--- src/verilog/coherence_cfg.svh ---
`ifndef COHERENCE_CFG_SVH
`define COHERENCE_CFG_SVH

// word address seen by the cpu and on the bus
`define ADDRESS_WIDTH 16

// block offset bits, blocks compare above these
`define OFFSET_WIDTH 2

// set index bits of the direct-mapped store
`define INDEX_WIDTH 3
`define LINE_COUNT (1 << `INDEX_WIDTH)

`define DATA_WIDTH 32

`endif
--- src/verilog/coherencePkg.sv ---
`default_nettype none

`include "coherence_cfg.svh"

package coherencePkg;

	// commands driven onto and snooped from the shared bus
	typedef enum logic [2:0] {
		NONE,
		BUS_READ,
		BUS_READ_EXCLUSIVE,
		BUS_INVALIDATE,
		BUS_WRITEBACK
	} busCommand;

	// MSI subset of the line states
	typedef enum logic [1:0] {
		INVALID,
		SHARED,
		MODIFIED
	} mesiState;

	typedef logic [`DATA_WIDTH - 1 : 0] cacheWord;

	// address bits above index and offset
	typedef logic [`ADDRESS_WIDTH - `OFFSET_WIDTH - `INDEX_WIDTH - 1 : 0] blockTag;

endpackage : coherencePkg

`default_nettype wire

--- src/verilog/CoherentCacheSlice.sv ---
`default_nettype none

`include "coherence_cfg.svh"

module CoherentCacheSlice (
	input  logic clock,
	input  logic rst,
	input  logic [`ADDRESS_WIDTH - 1 : 0] cpuAddress,
	input  coherencePkg::cacheWord cpuDataOut,
	input  logic cpuReadEnabled,
	input  logic cpuWriteEnabled,
	output coherencePkg::cacheWord cpuDataIn,
	output logic cpuFunctionComplete,
	output logic busRequest,
	output coherencePkg::busCommand busCommandOut,
	output logic [`ADDRESS_WIDTH - 1 : 0] busAddressOut,
	input  logic busGrant,
	input  logic busDone,
	input  coherencePkg::cacheWord busDataIn,
	input  coherencePkg::busCommand snoopCommandIn,
	input  logic [`ADDRESS_WIDTH - 1 : 0] snoopAddressIn,
	output coherencePkg::cacheWord snoopDataOut,
	output logic snoopIsInvalidated,
	output logic snoopComplete
);
	import coherencePkg::*;

	logic gatedReadEnabled;
	logic gatedWriteEnabled;
	busCommand gatedSnoopCommand;
	logic lockedGrant;
	logic snoopLoop;
	logic invalidateRequired;

	// store ports
	logic cpuHit;
	mesiState cpuState;
	cacheWord cpuReadData;
	logic snoopHit;
	mesiState snoopState;
	cacheWord snoopReadData;
	logic cpuWrite;
	cacheWord cpuWriteData;
	logic cpuFill;
	cacheWord cpuFillData;
	mesiState cpuNewState;
	logic snoopUpdate;
	mesiState snoopNewState;

	ConcurrencyLock lock (
		.clock(clock),
		.rst(rst),
		.cpuAddress(cpuAddress),
		.cpuReadEnabled(cpuReadEnabled),
		.cpuWriteEnabled(cpuWriteEnabled),
		.cpuCommandOut(busCommandOut),
		.busGrantIn(busGrant),
		.snoopCommandIn(snoopCommandIn),
		.snoopAddress(snoopAddressIn),
		.cpuHit(cpuHit),
		.snoopHit(snoopHit),
		.invalidateRequired(invalidateRequired),
		.gatedReadEnabled(gatedReadEnabled),
		.gatedWriteEnabled(gatedWriteEnabled),
		.gatedSnoopCommand(gatedSnoopCommand),
		.busGrantOut(lockedGrant),
		.snoopLoop(snoopLoop)
	);

	TagStateStore store (
		.clock(clock),
		.rst(rst),
		.cpuAddress(cpuAddress),
		.snoopAddress(snoopAddressIn),
		.cpuWrite(cpuWrite),
		.cpuWriteData(cpuWriteData),
		.cpuFill(cpuFill),
		.cpuFillData(cpuFillData),
		.cpuNewState(cpuNewState),
		.snoopUpdate(snoopUpdate),
		.snoopNewState(snoopNewState),
		.cpuHit(cpuHit),
		.cpuState(cpuState),
		.cpuReadData(cpuReadData),
		.snoopHit(snoopHit),
		.snoopState(snoopState),
		.snoopReadData(snoopReadData)
	);

	CpuController cpuController (
		.clock(clock),
		.rst(rst),
		.cpuAddress(cpuAddress),
		.cpuDataOut(cpuDataOut),
		.gatedReadEnabled(gatedReadEnabled),
		.gatedWriteEnabled(gatedWriteEnabled),
		.cpuHit(cpuHit),
		.cpuState(cpuState),
		.cpuReadData(cpuReadData),
		.busGrant(lockedGrant),
		.busDone(busDone),
		.busDataIn(busDataIn),
		.cpuDataIn(cpuDataIn),
		.cpuFunctionComplete(cpuFunctionComplete),
		.invalidateRequired(invalidateRequired),
		.busRequest(busRequest),
		.busCommandOut(busCommandOut),
		.busAddressOut(busAddressOut),
		.cpuWrite(cpuWrite),
		.cpuWriteData(cpuWriteData),
		.cpuFill(cpuFill),
		.cpuFillData(cpuFillData),
		.cpuNewState(cpuNewState)
	);

	SnoopController snoopController (
		.clock(clock),
		.rst(rst),
		.gatedSnoopCommand(gatedSnoopCommand),
		.snoopLoop(snoopLoop),
		.snoopHit(snoopHit),
		.snoopState(snoopState),
		.snoopReadData(snoopReadData),
		.snoopUpdate(snoopUpdate),
		.snoopNewState(snoopNewState),
		.snoopDataOut(snoopDataOut),
		.snoopIsInvalidated(snoopIsInvalidated),
		.snoopComplete(snoopComplete)
	);

endmodule : CoherentCacheSlice

`default_nettype wire

--- src/verilog/SnoopController.sv ---
`default_nettype none

module SnoopController (
	input  logic clock,
	input  logic rst,
	input  coherencePkg::busCommand gatedSnoopCommand,
	input  logic snoopLoop,
	input  logic snoopHit,
	input  coherencePkg::mesiState snoopState,
	input  coherencePkg::cacheWord snoopReadData,
	output logic snoopUpdate,
	output coherencePkg::mesiState snoopNewState,
	output coherencePkg::cacheWord snoopDataOut,
	output logic snoopIsInvalidated,
	output logic snoopComplete
);
	import coherencePkg::*;

	typedef enum logic [1:0] {SNOOP_IDLE, SNOOP_LOOKUP, SNOOP_DONE} snoopPhase;

	snoopPhase phase;
	busCommand command;
	logic loopSeen;
	logic isRead;
	logic dirtyHit;

	assign isRead   = command == BUS_READ;
	assign dirtyHit = snoopHit && snoopState == MODIFIED;

	// reads downgrade dirty lines and ownership requests drop any copy
	assign snoopUpdate   = phase == SNOOP_LOOKUP && !loopSeen && (isRead ? dirtyHit : snoopHit);
	assign snoopNewState = isRead ? SHARED : INVALID;
	assign snoopComplete = phase == SNOOP_DONE;

	always_ff @(posedge clock) begin
		if (rst) begin
			phase              <= SNOOP_IDLE;
			command            <= NONE;
			loopSeen           <= 0;
			snoopIsInvalidated <= 0;
		end else begin
			case (phase)
				SNOOP_IDLE: begin
					if (gatedSnoopCommand inside {BUS_READ, BUS_READ_EXCLUSIVE, BUS_INVALIDATE}) begin
						phase    <= SNOOP_LOOKUP;
						command  <= gatedSnoopCommand;
						loopSeen <= snoopLoop;
					end
				end
				SNOOP_LOOKUP: begin
					phase              <= SNOOP_DONE;
					snoopIsInvalidated <= loopSeen || (snoopHit && !isRead);
				end
				default: begin
					phase              <= SNOOP_IDLE;
					snoopIsInvalidated <= 0;
				end
			endcase
		end
	end

	// only a dirty copy supplies data
	always_ff @(posedge clock) begin
		if (phase == SNOOP_LOOKUP) begin
			snoopDataOut <= (dirtyHit && !loopSeen) ? snoopReadData : '0;
		end
	end

endmodule : SnoopController

`default_nettype wire

--- src/verilog/CpuController.sv ---
`default_nettype none

`include "coherence_cfg.svh"

module CpuController (
	input  logic clock,
	input  logic rst,
	input  logic [`ADDRESS_WIDTH - 1 : 0] cpuAddress,
	input  coherencePkg::cacheWord cpuDataOut,
	input  logic gatedReadEnabled,
	input  logic gatedWriteEnabled,
	input  logic cpuHit,
	input  coherencePkg::mesiState cpuState,
	input  coherencePkg::cacheWord cpuReadData,
	input  logic busGrant,
	input  logic busDone,
	input  coherencePkg::cacheWord busDataIn,
	output coherencePkg::cacheWord cpuDataIn,
	output logic cpuFunctionComplete,
	output logic invalidateRequired,
	output logic busRequest,
	output coherencePkg::busCommand busCommandOut,
	output logic [`ADDRESS_WIDTH - 1 : 0] busAddressOut,
	output logic cpuWrite,
	output coherencePkg::cacheWord cpuWriteData,
	output logic cpuFill,
	output coherencePkg::cacheWord cpuFillData,
	output coherencePkg::mesiState cpuNewState
);
	import coherencePkg::*;

	typedef enum logic [1:0] {CPU_IDLE, CPU_BUS, CPU_DONE} cpuPhase;

	cpuPhase phase;
	logic pendingWrite;
	logic writeHit;
	logic fillNow;

	assign writeHit = phase == CPU_IDLE && gatedWriteEnabled && cpuHit && cpuState == MODIFIED;
	assign fillNow  = phase == CPU_BUS && busGrant && busDone;

	// shared copy must be invalidated elsewhere before writing
	assign invalidateRequired  = cpuHit && cpuState == SHARED;
	assign cpuFunctionComplete = phase == CPU_DONE;

	assign cpuWrite     = writeHit;
	assign cpuWriteData = cpuDataOut;
	assign cpuFill      = fillNow;
	// one word per line, so a write miss keeps only the cpu word
	assign cpuFillData  = pendingWrite ? cpuDataOut : busDataIn;
	assign cpuNewState  = (phase == CPU_BUS && !pendingWrite) ? SHARED : MODIFIED;

	always_ff @(posedge clock) begin
		if (rst) begin
			phase         <= CPU_IDLE;
			busRequest    <= 0;
			busCommandOut <= NONE;
			pendingWrite  <= 0;
		end else begin
			case (phase)
				CPU_IDLE: begin
					if ((gatedReadEnabled && cpuHit) || writeHit) begin
						phase <= CPU_DONE;
					end else if (gatedReadEnabled || gatedWriteEnabled) begin
						phase        <= CPU_BUS;
						busRequest   <= 1;
						pendingWrite <= gatedWriteEnabled;
						if (!gatedWriteEnabled) begin
							busCommandOut <= BUS_READ;
						end else if (cpuHit) begin
							busCommandOut <= BUS_INVALIDATE;
						end else begin
							busCommandOut <= BUS_READ_EXCLUSIVE;
						end
					end
				end
				CPU_BUS: begin
					if (fillNow) begin
						phase      <= CPU_DONE;
						busRequest <= 0;
					end
				end
				default: phase <= CPU_IDLE;
			endcase
		end
	end

	// returned word and bus address
	always_ff @(posedge clock) begin
		if (phase == CPU_IDLE) begin
			cpuDataIn     <= gatedReadEnabled ? cpuReadData : cpuDataOut;
			busAddressOut <= cpuAddress;
		end else if (fillNow) begin
			cpuDataIn <= cpuFillData;
		end
	end

endmodule : CpuController

`default_nettype wire

--- src/verilog/ConcurrencyLock.sv ---
`default_nettype none

`include "coherence_cfg.svh"

module ConcurrencyLock (
	input  logic clock,
	input  logic rst,
	input  logic [`ADDRESS_WIDTH - 1 : 0] cpuAddress,
	input  logic cpuReadEnabled,
	input  logic cpuWriteEnabled,
	input  coherencePkg::busCommand cpuCommandOut,
	input  logic busGrantIn,
	input  coherencePkg::busCommand snoopCommandIn,
	input  logic [`ADDRESS_WIDTH - 1 : 0] snoopAddress,
	input  logic cpuHit,
	input  logic snoopHit,
	input  logic invalidateRequired,
	output logic gatedReadEnabled,
	output logic gatedWriteEnabled,
	output coherencePkg::busCommand gatedSnoopCommand,
	output logic busGrantOut,
	output logic snoopLoop
);
	import coherencePkg::*;

	logic sameBlock;
	logic snoopCoherent;
	logic snoopTakesOwnership;
	logic conflict;
	logic cpuRequest;
	logic cpuGrant;
	logic snoopGrant;
	logic cpuHold;
	logic snoopHold;

	assign sameBlock = cpuAddress[`ADDRESS_WIDTH - 1 : `OFFSET_WIDTH] ==
		snoopAddress[`ADDRESS_WIDTH - 1 : `OFFSET_WIDTH];

	assign snoopTakesOwnership = snoopCommandIn == BUS_INVALIDATE ||
		snoopCommandIn == BUS_READ_EXCLUSIVE;
	// writeback is never coherent traffic
	assign snoopCoherent = snoopCommandIn == BUS_READ || snoopTakesOwnership;

	always_comb begin
		snoopLoop = 0;
		conflict  = 0;
		// our own granted command seen again on the snoop port
		if (sameBlock && busGrantIn &&
				((cpuCommandOut == BUS_INVALIDATE && snoopCommandIn == BUS_INVALIDATE) ||
				(cpuCommandOut == BUS_READ_EXCLUSIVE && snoopCommandIn == BUS_READ_EXCLUSIVE))) begin
			snoopLoop = 1;
		end else if (sameBlock && cpuHit && snoopHit) begin
			// reads clash with ownership requests, local writes with anything
			if (cpuReadEnabled && snoopTakesOwnership) begin
				conflict = 1;
			end else if (cpuWriteEnabled && !invalidateRequired && snoopCoherent) begin
				conflict = 1;
			end
		end
	end

	assign cpuRequest = cpuReadEnabled || cpuWriteEnabled;

	Arbiter arbiter (
		.clock(clock),
		.rst(rst),
		.cpuRequest(cpuRequest),
		.snoopRequest(snoopCoherent),
		.cpuGrant(cpuGrant),
		.snoopGrant(snoopGrant)
	);

	// only the loser of a real conflict is held
	assign cpuHold   = conflict && !cpuGrant;
	assign snoopHold = conflict && !snoopGrant;

	assign gatedReadEnabled  = cpuHold ? 1'b0 : cpuReadEnabled;
	assign gatedWriteEnabled = cpuHold ? 1'b0 : cpuWriteEnabled;
	assign gatedSnoopCommand = snoopHold ? NONE : snoopCommandIn;

	assign busGrantOut = busGrantIn;

endmodule : ConcurrencyLock

`default_nettype wire

--- src/verilog/TagStateStore.sv ---
`default_nettype none

`include "coherence_cfg.svh"

module TagStateStore (
	input  logic clock,
	input  logic rst,
	input  logic [`ADDRESS_WIDTH - 1 : 0] cpuAddress,
	input  logic [`ADDRESS_WIDTH - 1 : 0] snoopAddress,
	input  logic cpuWrite,
	input  coherencePkg::cacheWord cpuWriteData,
	input  logic cpuFill,
	input  coherencePkg::cacheWord cpuFillData,
	input  coherencePkg::mesiState cpuNewState,
	input  logic snoopUpdate,
	input  coherencePkg::mesiState snoopNewState,
	output logic cpuHit,
	output coherencePkg::mesiState cpuState,
	output coherencePkg::cacheWord cpuReadData,
	output logic snoopHit,
	output coherencePkg::mesiState snoopState,
	output coherencePkg::cacheWord snoopReadData
);
	import coherencePkg::*;

	localparam int TAG_LOW = `OFFSET_WIDTH + `INDEX_WIDTH;

	blockTag  tagArray [`LINE_COUNT];
	mesiState stateArray [`LINE_COUNT];
	cacheWord dataArray [`LINE_COUNT];

	logic [`INDEX_WIDTH - 1 : 0] cpuIndex;
	logic [`INDEX_WIDTH - 1 : 0] snoopIndex;
	blockTag cpuTag;
	blockTag snoopTag;

	assign cpuIndex   = cpuAddress[TAG_LOW - 1 : `OFFSET_WIDTH];
	assign snoopIndex = snoopAddress[TAG_LOW - 1 : `OFFSET_WIDTH];
	assign cpuTag     = cpuAddress[`ADDRESS_WIDTH - 1 : TAG_LOW];
	assign snoopTag   = snoopAddress[`ADDRESS_WIDTH - 1 : TAG_LOW];

	// cpu side lookup
	assign cpuState    = stateArray[cpuIndex];
	assign cpuHit      = cpuState != INVALID && tagArray[cpuIndex] == cpuTag;
	assign cpuReadData = dataArray[cpuIndex];

	// snoop side lookup
	assign snoopState    = stateArray[snoopIndex];
	assign snoopHit      = snoopState != INVALID && tagArray[snoopIndex] == snoopTag;
	assign snoopReadData = dataArray[snoopIndex];

	always_ff @(posedge clock) begin
		if (rst) begin
			for (int i = 0; i < `LINE_COUNT; i++) begin
				stateArray[i] <= INVALID;
			end
		end else begin
			if (cpuFill || cpuWrite) begin
				stateArray[cpuIndex] <= cpuNewState;
			end
			// later assignment, so snoop wins a shared index
			if (snoopUpdate) begin
				stateArray[snoopIndex] <= snoopNewState;
			end
		end
	end

	always_ff @(posedge clock) begin
		if (cpuFill) begin
			tagArray[cpuIndex]  <= cpuTag;
			dataArray[cpuIndex] <= cpuFillData;
		end else if (cpuWrite) begin
			dataArray[cpuIndex] <= cpuWriteData;
		end
	end

endmodule : TagStateStore

`default_nettype wire

--- src/verilog/Arbiter.sv ---
`default_nettype none

module Arbiter (
	input  logic clock,
	input  logic rst,
	input  logic cpuRequest,
	input  logic snoopRequest,
	output logic cpuGrant,
	output logic snoopGrant
);

	logic cpuHeld;
	logic snoopHeld;
	logic lastWasCpu;

	always_comb begin
		cpuGrant   = 0;
		snoopGrant = 0;
		// current owner keeps the grant until its request drops
		if (cpuHeld && cpuRequest) begin
			cpuGrant = 1;
		end else if (snoopHeld && snoopRequest) begin
			snoopGrant = 1;
		end else if (cpuRequest && snoopRequest) begin
			// tie goes to whoever did not win last
			cpuGrant   = ~lastWasCpu;
			snoopGrant = lastWasCpu;
		end else begin
			cpuGrant   = cpuRequest;
			snoopGrant = snoopRequest;
		end
	end

	always_ff @(posedge clock) begin
		if (rst) begin
			cpuHeld    <= 0;
			snoopHeld  <= 0;
			lastWasCpu <= 0;
		end else begin
			cpuHeld   <= cpuGrant;
			snoopHeld <= snoopGrant;
			if (cpuGrant) begin
				lastWasCpu <= 1;
			end else if (snoopGrant) begin
				lastWasCpu <= 0;
			end
		end
	end

endmodule : Arbiter

`default_nettype wire

--- config.mk ---
export PLATFORM = sky130hd
export DESIGN_NAME = CoherentCacheSlice
export DESIGN_NICKNAME = d
export VERILOG_FILES = /design/src/verilog/coherencePkg.sv /design/src/verilog/CoherentCacheSlice.sv /design/src/verilog/SnoopController.sv /design/src/verilog/CpuController.sv /design/src/verilog/ConcurrencyLock.sv /design/src/verilog/TagStateStore.sv /design/src/verilog/Arbiter.sv
export VERILOG_INCLUDE_DIRS = /design/src /design/src/verilog
export SDC_FILE = /design/constraint.sdc
export NUM_CORES = 1
export LEC_CHECK = 0
export CAP_MARGIN = 25
export CORE_UTILIZATION = 38
export DETAILED_ROUTE_END_ITERATION = 10
export DONT_BUFFER_PORTS = 1
export SYNTH_ARGS = -nofsm -noshare
export SYNTH_HDL_FRONTEND = slang
export SYNTH_SLANG_ARGS = --single-unit
--- constraint.sdc ---
create_clock -name clock -period 4.5 [get_ports clock]
set_input_delay 0.225 -clock clock [delete_from_list [all_inputs] [get_ports clock]]
set_output_delay 0.225 -clock clock [all_outputs]
set_load 0.05 [all_outputs]
---- After elaboration in Yosys (flattened, before gate mapping) ----
Memory sizes are Yosys's and may differ from the RTL's. A register that Yosys moved wholly into a read port is not among the register bits.
Index checks and enable logic that the tools add are counted.
storage, ports and cells
  input bits .............................. 105
  logic and storage cells ................. 157
  memories ................................ 3
  memory bits (writable) .................. 360
  register bits after elaboration ......... 65
  output and inout bits ................... 87
memories
  name              depth  width  read ports  clocked after Yosys merged registers in  write ports  line                 RTL
  store.dataArray   8      32     2           1                                        1            TagStateStore.sv:30  cacheWord dataArray [`LINE_COUNT];
  store.tagArray    8      11     2           0                                        1            TagStateStore.sv:28  blockTag tagArray [`LINE_COUNT];
  store.stateArray  8      2      2           0                                        8            TagStateStore.sv:29  mesiState stateArray [`LINE_COUNT];
operators by class
  reduce and logical (&&, ||, !) cells .... 58
  eq/ne operators ......................... 24
  muxes and demuxes ....................... 56
  bitwise operators ....................... 3
operator list
  kind                                                             count
  32-bit two-way mux                                               5
  1-bit two-way mux                                                36
  1-bit logical AND                                                29
  11-bit == test                                                   2
  3-bit by 2-bit == test with 1-bit output, second input constant  6
  14-bit == test                                                   1
  2-bit two-way mux                                                7
  3-bit two-way mux                                                4
  2-bit nonzero test                                               5
  3-bit by 1-bit == test with 1-bit output, second input constant  3
  2-bit == test, second input constant                             4
  1-bit logical OR                                                 8
  2-bit one-hot mux with 2 select lines                            2
  1-bit logical NOT                                                7
  2-bit by 1-bit == test with 1-bit output, second input constant  3
  2-bit != test, second input constant                             3
  2-bit logical NOT                                                2
  1-bit one-hot mux with 2 select lines                            2
  2-bit AND reduction                                              2
  4-bit AND reduction                                              1
  2-bit OR reduction                                               2
  3-bit != test, second input constant                             1
  3-bit AND reduction                                              1
  3-bit nonzero test                                               1
  other kinds (3)                                                  4

---- Depth between registers and ports, before layout ----
Gate-level depths: netlist of the first run.
An unclocked memory read counts as a cell.
  word-level depth ........................ 22
  mapped depth ............................ 14
  gate-level depth less buffers ........... 9

---- By module ----
Synthesis of the first run repeated with hierarchy kept, for this count alone.
unflattened totals
  cell total of the unflattened synthesis .. 1529
  area, all modules ....................... 21832.2 um2
by module, submodules not included
  module           sequential area each (um2)  area each (um2)  times used  cells an instance
  TagStateStore    10810.4                     16716.0          1           1114
  CpuController    1541.5                      3176.8           1           259
  SnoopController  1101.1                      1521.5           1           105
  ConcurrencyLock  0.0                         276.5            1           38
  Arbiter          60.1                        141.4            1           13

---- Least setup slack after synthesis of the first run ----
Ideal clock, no wire load.
  path type ............................... input port to flip-flop
  start ................................... in cpuAddress[3]
  end ..................................... mem store.stateArray[2][0] in the netlist's numbering, enable pin
  stages .................................. 12
  buffers on the path ..................... 3
  setup time .............................. 294 ps
  required time ........................... 4206 ps
  arrival time ............................ 3644 ps
  path slack .............................. 563 ps
  cell sequence ........................... buf_2 buf_2 mux2_2 a221oi_1 o22ai_1 xor2_1 a2111oi_0 nand4_1 o21ai_1 buf_4 and2_1 or2_1
RTL lines
  element          line                     RTL
  start, declared  CoherentCacheSlice.sv:8  input logic [`ADDRESS_WIDTH - 1 : 0] cpuAddress,
  end, declared    TagStateStore.sv:29

==> results.toml, run 1 <==
[logic_synthesis]
synth_nets = 1488
ys_ff_latch = 455
netlist_instances = 1383
yosysTopAreaCell = "edfxtp_1"
ys_seq_area_share_pct = 65.4
synth_flop_cell = "edfxtp_1"
yosys-top-cells-area = "edfxtp_1 63%, a22oi_1 4.6%, mux2i_1 3.3%"
synth_top_cell_area_share_pct = 63.2
yosysWarnings = 0
synth.distinct_cells = 63
postSynthAreaPerCell_um2 = 14.8
synth-edff-count = 432
async_reset_ff_share_pct = 0
synthesis.area_um2 = 20500

[drt]
drt-total-wl_mm = 67.5
drtIter0Drc = 1652
wire_per_inst_um = 30.1
dr.pass1.iters = 6
drc = 0
detail-route-antenna-nets = 0
vias = 14500
viasPerCell = 6.47

[pwr]
p_per_area_nw_per_um2 = 429
p_leak_nw = 7.86
vdd.ir_drop.worst_uv = 348

[setup_path]
cp-start-kind = "flop"
reg2reg_depth = 10
cpMaxStageDelayCell = "dlygate4sd3_1"
crit_type = "reg -> reg"
arrival_ps = 4370
critPathCaptureType = "flop"
path_buf_inv = 2
cp_cell_sequence = "mux4_2, mux2i_1, xor2_1, o211ai_1, or3_1, nor3_1, o21ai_4, buf_12, mux2_2, dlygate4sd3_1"
critPathMaxFanout = 32
cp_top_family = "multiplexers"
cpPeakStageDelay_ps = 670
path_depth = 10
crit_required_ps = 4840

[flow_run]
drv_cap = 0

[clock_network]
cts_resized = 0
clock-root-buffer = "clkbuf_16"
htreeDepth = 2
clk-insertion-delay-late_ps = 640
clkTransAtPathRegs_ps = 60
clock-sinks = 455
numCtsBuffers = 50
post_cts_buffers = 0
postCtsHoldBufs = 126
tritoncts = "yes"
cts_buffer_depth = 3

[die]
coreArea_um2 = 53000
ios = 192
std_cell_rows = 84
dieArea_um2 = 55000
die_w_um = 234
dieHeight_um = 234
initial_core_util_pct = 38.8

[placement]
dp_hpwl_mm = 37.8
dp_slack_ps = 813
numPortBuffers = 0
placed_area_um2 = 21600
place.gp.congestion = 0.875

[layout]
finish.net_count = 1618
layout-area-overhead-vs-synth_pct = 20.0
drive_gt1_share_pct = 18.1
final_util_pct = 46.5
final_area_um2 = 24600

[sta]
setup_tns_ps = 0
drv_slew = 0
worstMarginPinSlew_ps = 1150
timing.final.crit_share_pct = 89.5
holdWs_ps = 35.5
fin_skew_ps = 42.9
rsz0062_at_grt = "no"
min_period_ps = 4030
hold_viol = 0
max_freq_mhz = 248
setup_ws_ps = 473
max_slew_margin_pct = 23.4
setup_viol = 0

[worst_hold_path]
min_path_cells = 5
hold_class = "in -> reg"

[status]
status = "finished, final reports clean"

[global_route]
grt_max_degree = 65
grt_pass1_vias = 14500
gr-total-overflow = 0
grt_usage_pct = 24.2
antenna_found_initial = 5
grt_first_pass_wirelength_mm = 96.2
==> metal layers <==
layer	vias to the layer above	global-route usage, %	part of all wire [%]
met5	-	0	0.033
met1	7370	32.0	40
met4	4	9.31	3.2
met2	922	38.4	46
li1	6043	-	-
met3	178	5.94	10
==> worst paths after layout <==
path,from,endpoint,slack (ps)
setup reg to reg,store.tagArray[4][10],store.dataArray[4][9],470
hold / removal,snoopAddressIn[3],snoopController.loopSeen,40
setup / recovery,store.tagArray[4][10],store.dataArray[4][9],470
hold reg to reg,snoopController.command[2],snoopController.command[2],460
==> cell usage in the layout, fill, tap and decap left out, types with 7 or more instances in the layout <==
cell / synthesis / routed
edfxtp_1: 432 / 432
dlygate4sd3_1: 0 / 126
a22oi_1: 125 / 125
mux2i_1: 67 / 67
a221oi_1: 62 / 62
a22o_1: 52 / 52
mux2_2: 52 / 52
clkbuf_16: 0 / 50
buf_4: 11 / 41
nand2_1: 40 / 37
a31oi_1: 33 / 33
o221a_2: 32 / 32
nor2_1: 41 / 30
nand4_1: 30 / 30
mux4_2: 26 / 26
xnor2_1: 24 / 24
dfxtp_1: 23 / 23
and2_1: 20 / 19
o21ai_0: 19 / 19
a21oi_1: 18 / 18
nand3_1: 18 / 18
inv_1: 15 / 15
buf_12: 0 / 15
nor2b_1: 15 / 13
clkinv_1: 0 / 12
o211ai_1: 10 / 10
a211oi_1: 10 / 10
nor3_2: 1 / 10
nor2_2: 0 / 9
nor4_1: 9 / 9
xor2_1: 8 / 8
bufinv_16: 0 / 8
or3_1: 7 / 7
==> state kept, by name, indices dropped and copies added, names as in the netlist <==
name                                cells
lock.arbiter.cpuHeld                    1
snoopController.phase                   2
store.stateArray                       16
snoopController.command                 3
cpuController.pendingWrite              1
lock.arbiter.snoopHeld                  1
cpuController.busAddressOut            16
store.dataArray                       256
lock.arbiter.lastWasCpu                 1
store.tagArray                         88
cpuController.phase                     2
snoopController.snoopDataOut           32
cpuController.busCommandOut             1
cpuController.cpuDataIn                32
snoopController.snoopIsInvalidated      1
snoopController.loopSeen                1
cpuController.busRequest                1
==> synthesized netlist by cell type, types with 23 or more instances <==
| cell type | number |
|---|---|
| mux4_2 | 26 |
| a22o_1 | 52 |
| nand4_1 | 30 |
| xnor2_1 | 24 |
| mux2i_1 | 67 |
| clkbuf_1 | 71 |
| edfxtp_1 | 432 |
| nand2_1 | 40 |
| o221a_2 | 32 |
| dfxtp_1 | 23 |
| a221oi_1 | 62 |
| a31oi_1 | 33 |
| mux2_2 | 52 |
| nor2_1 | 41 |
| a22oi_1 | 125 |
==> where the power goes <==
group          total (mW)  switching (mW)  internal (mW)
clock                4.30            1.78           2.52
sequential           5.25           0.405           4.84
combinational        1.02           0.578          0.444
==> layout make-up <==
type,count,area [µm²]
diodes,5,12.5
clock buffers,55,1270
clock inverters,36,450
fillers,4595,28300
inverters,15,56.3
multi-input cells,808,6680
flip-flops and latches,455,13400
well taps,688,861
repair buffers,183,1880
==> cells by family (layout without fill, tap and decap cells) <==
family                 Yosys count  in the layout  share of synthesized area (%)
AO/OA/AOI/OAI                  401            401                           15.5
XOR/XNOR                        32             32                           1.37
buffers and inverters          120            289                           2.61
flip-flops                     455            455                           65.4
multiplexers                   146            146                           9.08
other                            1              6                         0.0183
AND/OR/NAND/NOR                228            228                           6.03
==> tightest hold or removal path, delay by kind of cell <==
| kind | cells | cell delay (ps) |
|---|---|---|
| compound gates | 1 | 80 |
| xor+xnor | 1 | 50 |
| simple gates | 3 | 230 |
==> per-stage QoR <==
stage	std cells	power [mW]
5_1_grt	2243	10.8
2_1_floorplan	1383	5.88
4_1_cts	2239	10.6
3_3_place_gp	2020	6.14
3_5_place_dp	2022	6.15
6_report	2245	10.6
Power figures use the tool's default switching activity.
==> run 2: changes to the inputs <==
ABC_AREA = 1   (was not set)
CORE_UTILIZATION = 25   (was 38)
==> results.toml, run 2 <==
[setup_path]
worstReg2RegStart = "store.tagArray[6][4]"
crit_required_ps = 4860
cp_top_family = "simple AND/OR/NAND/NOR gates"
cpMaxStageDelayCell = "nand2_2"
path_buf_inv = 3
cpPeakStageDelay_ps = 580
crit_type = "reg -> reg"
cp_cell_sequence = "inv_1, nand2_1, nand3_1, nand2_1, o21ai_1, nand2_1, nor2_1, nand2_1, nor2_1, nand4_1, nand2_2, buf_12, a21oi_1, o21ai_0, nand2_1, dlygate4sd3_1"
critPathMaxFanout = 40
r2r-end = "cpuController.cpuDataIn[19]"
reg2reg_slack_ps = 960
arrival_ps = 3900
critPathCaptureType = "flop"
cp-start-kind = "flop"
path_common_cell = "nand2_1"
reg2reg_depth = 16

[layout]
layout_common_cells = "733 x nand2_1, 432 x edfxtp_1, 232 x inv_1, 161 x o21ai_0, 90 x nand3_1"
top_register = "store.dataArray"
largest_reg_flops = 256
final_common_cell = "nand2_1"
layout-area-overhead-vs-synth_pct = 16.9
reg_top3 = "store.dataArray (256), store.tagArray (88)"
drive_gt1_share_pct = 7.13
finish.net_count = 2421

[sta]
max_freq_mhz = 283
rsz0062_at_grt = "no"
setup_ws_ps = 962
max_slew_margin_pct = 29.6
hold_viol = 0
fin_skew_ps = 79.4
drv_slew = 0
timing.final.crit_share_pct = 78.6
setup_viol = 0
min_period_ps = 3540
setup_tns_ps = 0
worstMarginPinSlew_ps = 1050

[logic_synthesis]
synth_flop_cell = "edfxtp_1"
synth-edff-count = 432
synth_fa_ha_area_share_pct = 0
yosys-top-cells-area = "edfxtp_1 59%, nand2_1 13%, inv_1 4.0%"
synth_top_cell_area_share_pct = 59.1
yosysWarnings = 0
synth.distinct_cells = 44
ys_ff_latch = 455
synth_top_family_by_area = "simple AND/OR/NAND/NOR gates"
synth_compound_area_share_pct = 13.6
postSynthAreaPerCell_um2 = 9.73
synth_mux_area_share_pct = 0
synth_nets = 2360
synth_xor_area_share_pct = 0.359
ys_seq_area_share_pct = 61.2
yosysTopAreaCell = "edfxtp_1"
synthesis.area_um2 = 21900
ys_top_cells_by_count = "735 x nand2_1, 432 x edfxtp_1, 235 x inv_1, 161 x o21ai_0, 94 x nor2_1"
netlist_instances = 2255
synth-simple-area-share_pct = 17.8
synth.most_common_cell = "nand2_1"
async_reset_ff_share_pct = 0

[die]
initial_core_util_pct = 25.3
dieHeight_um = 298
std_cell_rows = 108
dieArea_um2 = 89000
ios = 192
die_w_um = 298
coreArea_um2 = 86900

[clock_network]
cts_resized = 0
post_cts_buffers = 0
htreeDepth = 2
tritoncts = "yes"
numCtsBuffers = 52
clock-root-buffer = "clkbuf_16"
clkTransAtPathRegs_ps = 60
clock-sinks = 455
cts_buffer_depth = 3
clk-insertion-delay-late_ps = 660

[placement]
numPortBuffers = 0
place.gp.congestion = 0.846
dp_hpwl_mm = 45.4
dp_slack_ps = 785

[drt]
wire_per_inst_um = 21.7
drt-total-wl_mm = 76.1
drtIter0Drc = 2312
viasPerCell = 4.97
vias = 17500
drc = 0
detail-route-antenna-nets = 0
dr.pass1.iters = 6

[pwr]
p_leak_nw = 9.81
switching_share_pct = 28.4
p_int_mw = 7.49
p_per_area_nw_per_um2 = 408
combPwrFrac_pct = 10.3
vdd.ir_drop.worst_uv = 285
pwr-share-seq_pct = 51.0
p_switching_mw = 2.97
p_clk_share_pct = 38.7

[global_route]
grt_pass1_vias = 16200
grt_usage_pct = 16.7
grt_max_degree = 88
grt_first_pass_wirelength_mm = 110
antenna_found_initial = 2
gr-total-overflow = 0

[worst_hold_path]
whs_endpoint = "cpuController.cpuDataIn[0]"
min_path_cells = 4
worstHoldStart = "busDataIn[0]"
hold_class = "in -> reg"

[flow_run]
drv_cap = 0

[status]
status = "finished, final reports clean"
run 2: cell types whose count changed after synthesis, sizes merged, moves of 57 or more:
| cell | previous run | this run |
|---|---|---|
| a22oi | 125 | 44 |
| inv | 15 | 242 |
| mux2i | 68 | 0 |
| nand2 | 40 | 736 |
| nand3 | 18 | 92 |
| nor2 | 41 | 98 |
| o21ai | 23 | 186 |
run 2: worst max path at each step:
stage / cells past startpoint / from / slack (ps) / to
3_5_place_dp: 19 / snoopAddressIn[4] / 790 / store.stateArray[2][0]
5_1_grt: 16 / store.tagArray[6][4] / 670 / cpuController.cpuDataIn[19]
6_report: 16 / store.tagArray[6][4] / 960 / cpuController.cpuDataIn[19]
4_1_cts: 16 / store.tagArray[6][4] / 980 / cpuController.cpuDataIn[19]
3_3_place_gp: 19 / snoopAddressIn[4] / 800 / store.stateArray[2][0]
2_1_floorplan: 8 / cpuController.phase[0] / 1530 / store.dataArray[5][0]
run 2: cells by family after synthesis:
family | Yosys count
simple gates | 970
flops | 455
buf+inv | 364
compound gates | 456
other cells | 1
xor+xnor | 9
run 2: cell type report:
| type | count | area, µm² |
|---|---|---|
| multi-input combinational | 1436 | 7020 |
| timing repair buffer | 123 | 1200 |
| tap | 1155 | 1450 |
| fill | 8916 | 61200 |
| clock buffer | 74 | 1390 |
| sequential | 455 | 13400 |
| inverter | 248 | 933 |
| clock inverter | 20 | 215 |
| antenna | 1 | 2.50 |
run 2: layer usage:
metal	vias to the layer above	track usage, %	wire length (µm)
li1	7960	-	-
met1	8347	22.3	31100
met2	1031	26.7	34900
met3	131	3.91	8300
met4	2	4.65	1820
met5	-	0	13
run 2: per-stage QoR:
| step | hold slack [ps] | power, mW | instances | cell area (µm²) | util, % |
|---|---|---|---|---|---|
| after detailed placement | 304 | 6.37 | 3347 | 23300 | 26.9 |
| after floorplan | 324 | 6.02 | 2255 | 21900 | - |
| after CTS | 0.730 | 10.5 | 3510 | 25600 | 29.5 |
| after global routing | 37.9 | 10.8 | 3511 | 25600 | 29.5 |
| final | 10.5 | 10.5 | 3512 | 25600 | 29.5 |
| after global placement | 305 | 6.36 | 3343 | 23300 | 26.8 |
run 2: worst reg2reg max path, delay by kind of cell (launching register included):
kind	cells	cell delay (ps)
compound gates	3	340
buf+inv	3	940
flops	1	370
simple gates	10	1630
run 2: power groups by stage:
| stage | sequential, mW | clock, mW | combinational (mW) |
|---|---|---|---|
| after CTS | 5.34 | 4.11 | 1.06 |
| after detailed placement | 5.42 | 0 | 0.949 |
| after global routing | 5.35 | 4.26 | 1.18 |
| after floorplan | 5.39 | 0 | 0.636 |
| final | 5.34 | 4.05 | 1.07 |
| after global placement | 5.43 | 0 | 0.925 |
run 2: what timing repair did:
action,4_1_cts,5_1_grt
endpoints found under the hold margin,141,0
hold buffers,69,0
endpoints found under the setup margin,0,0
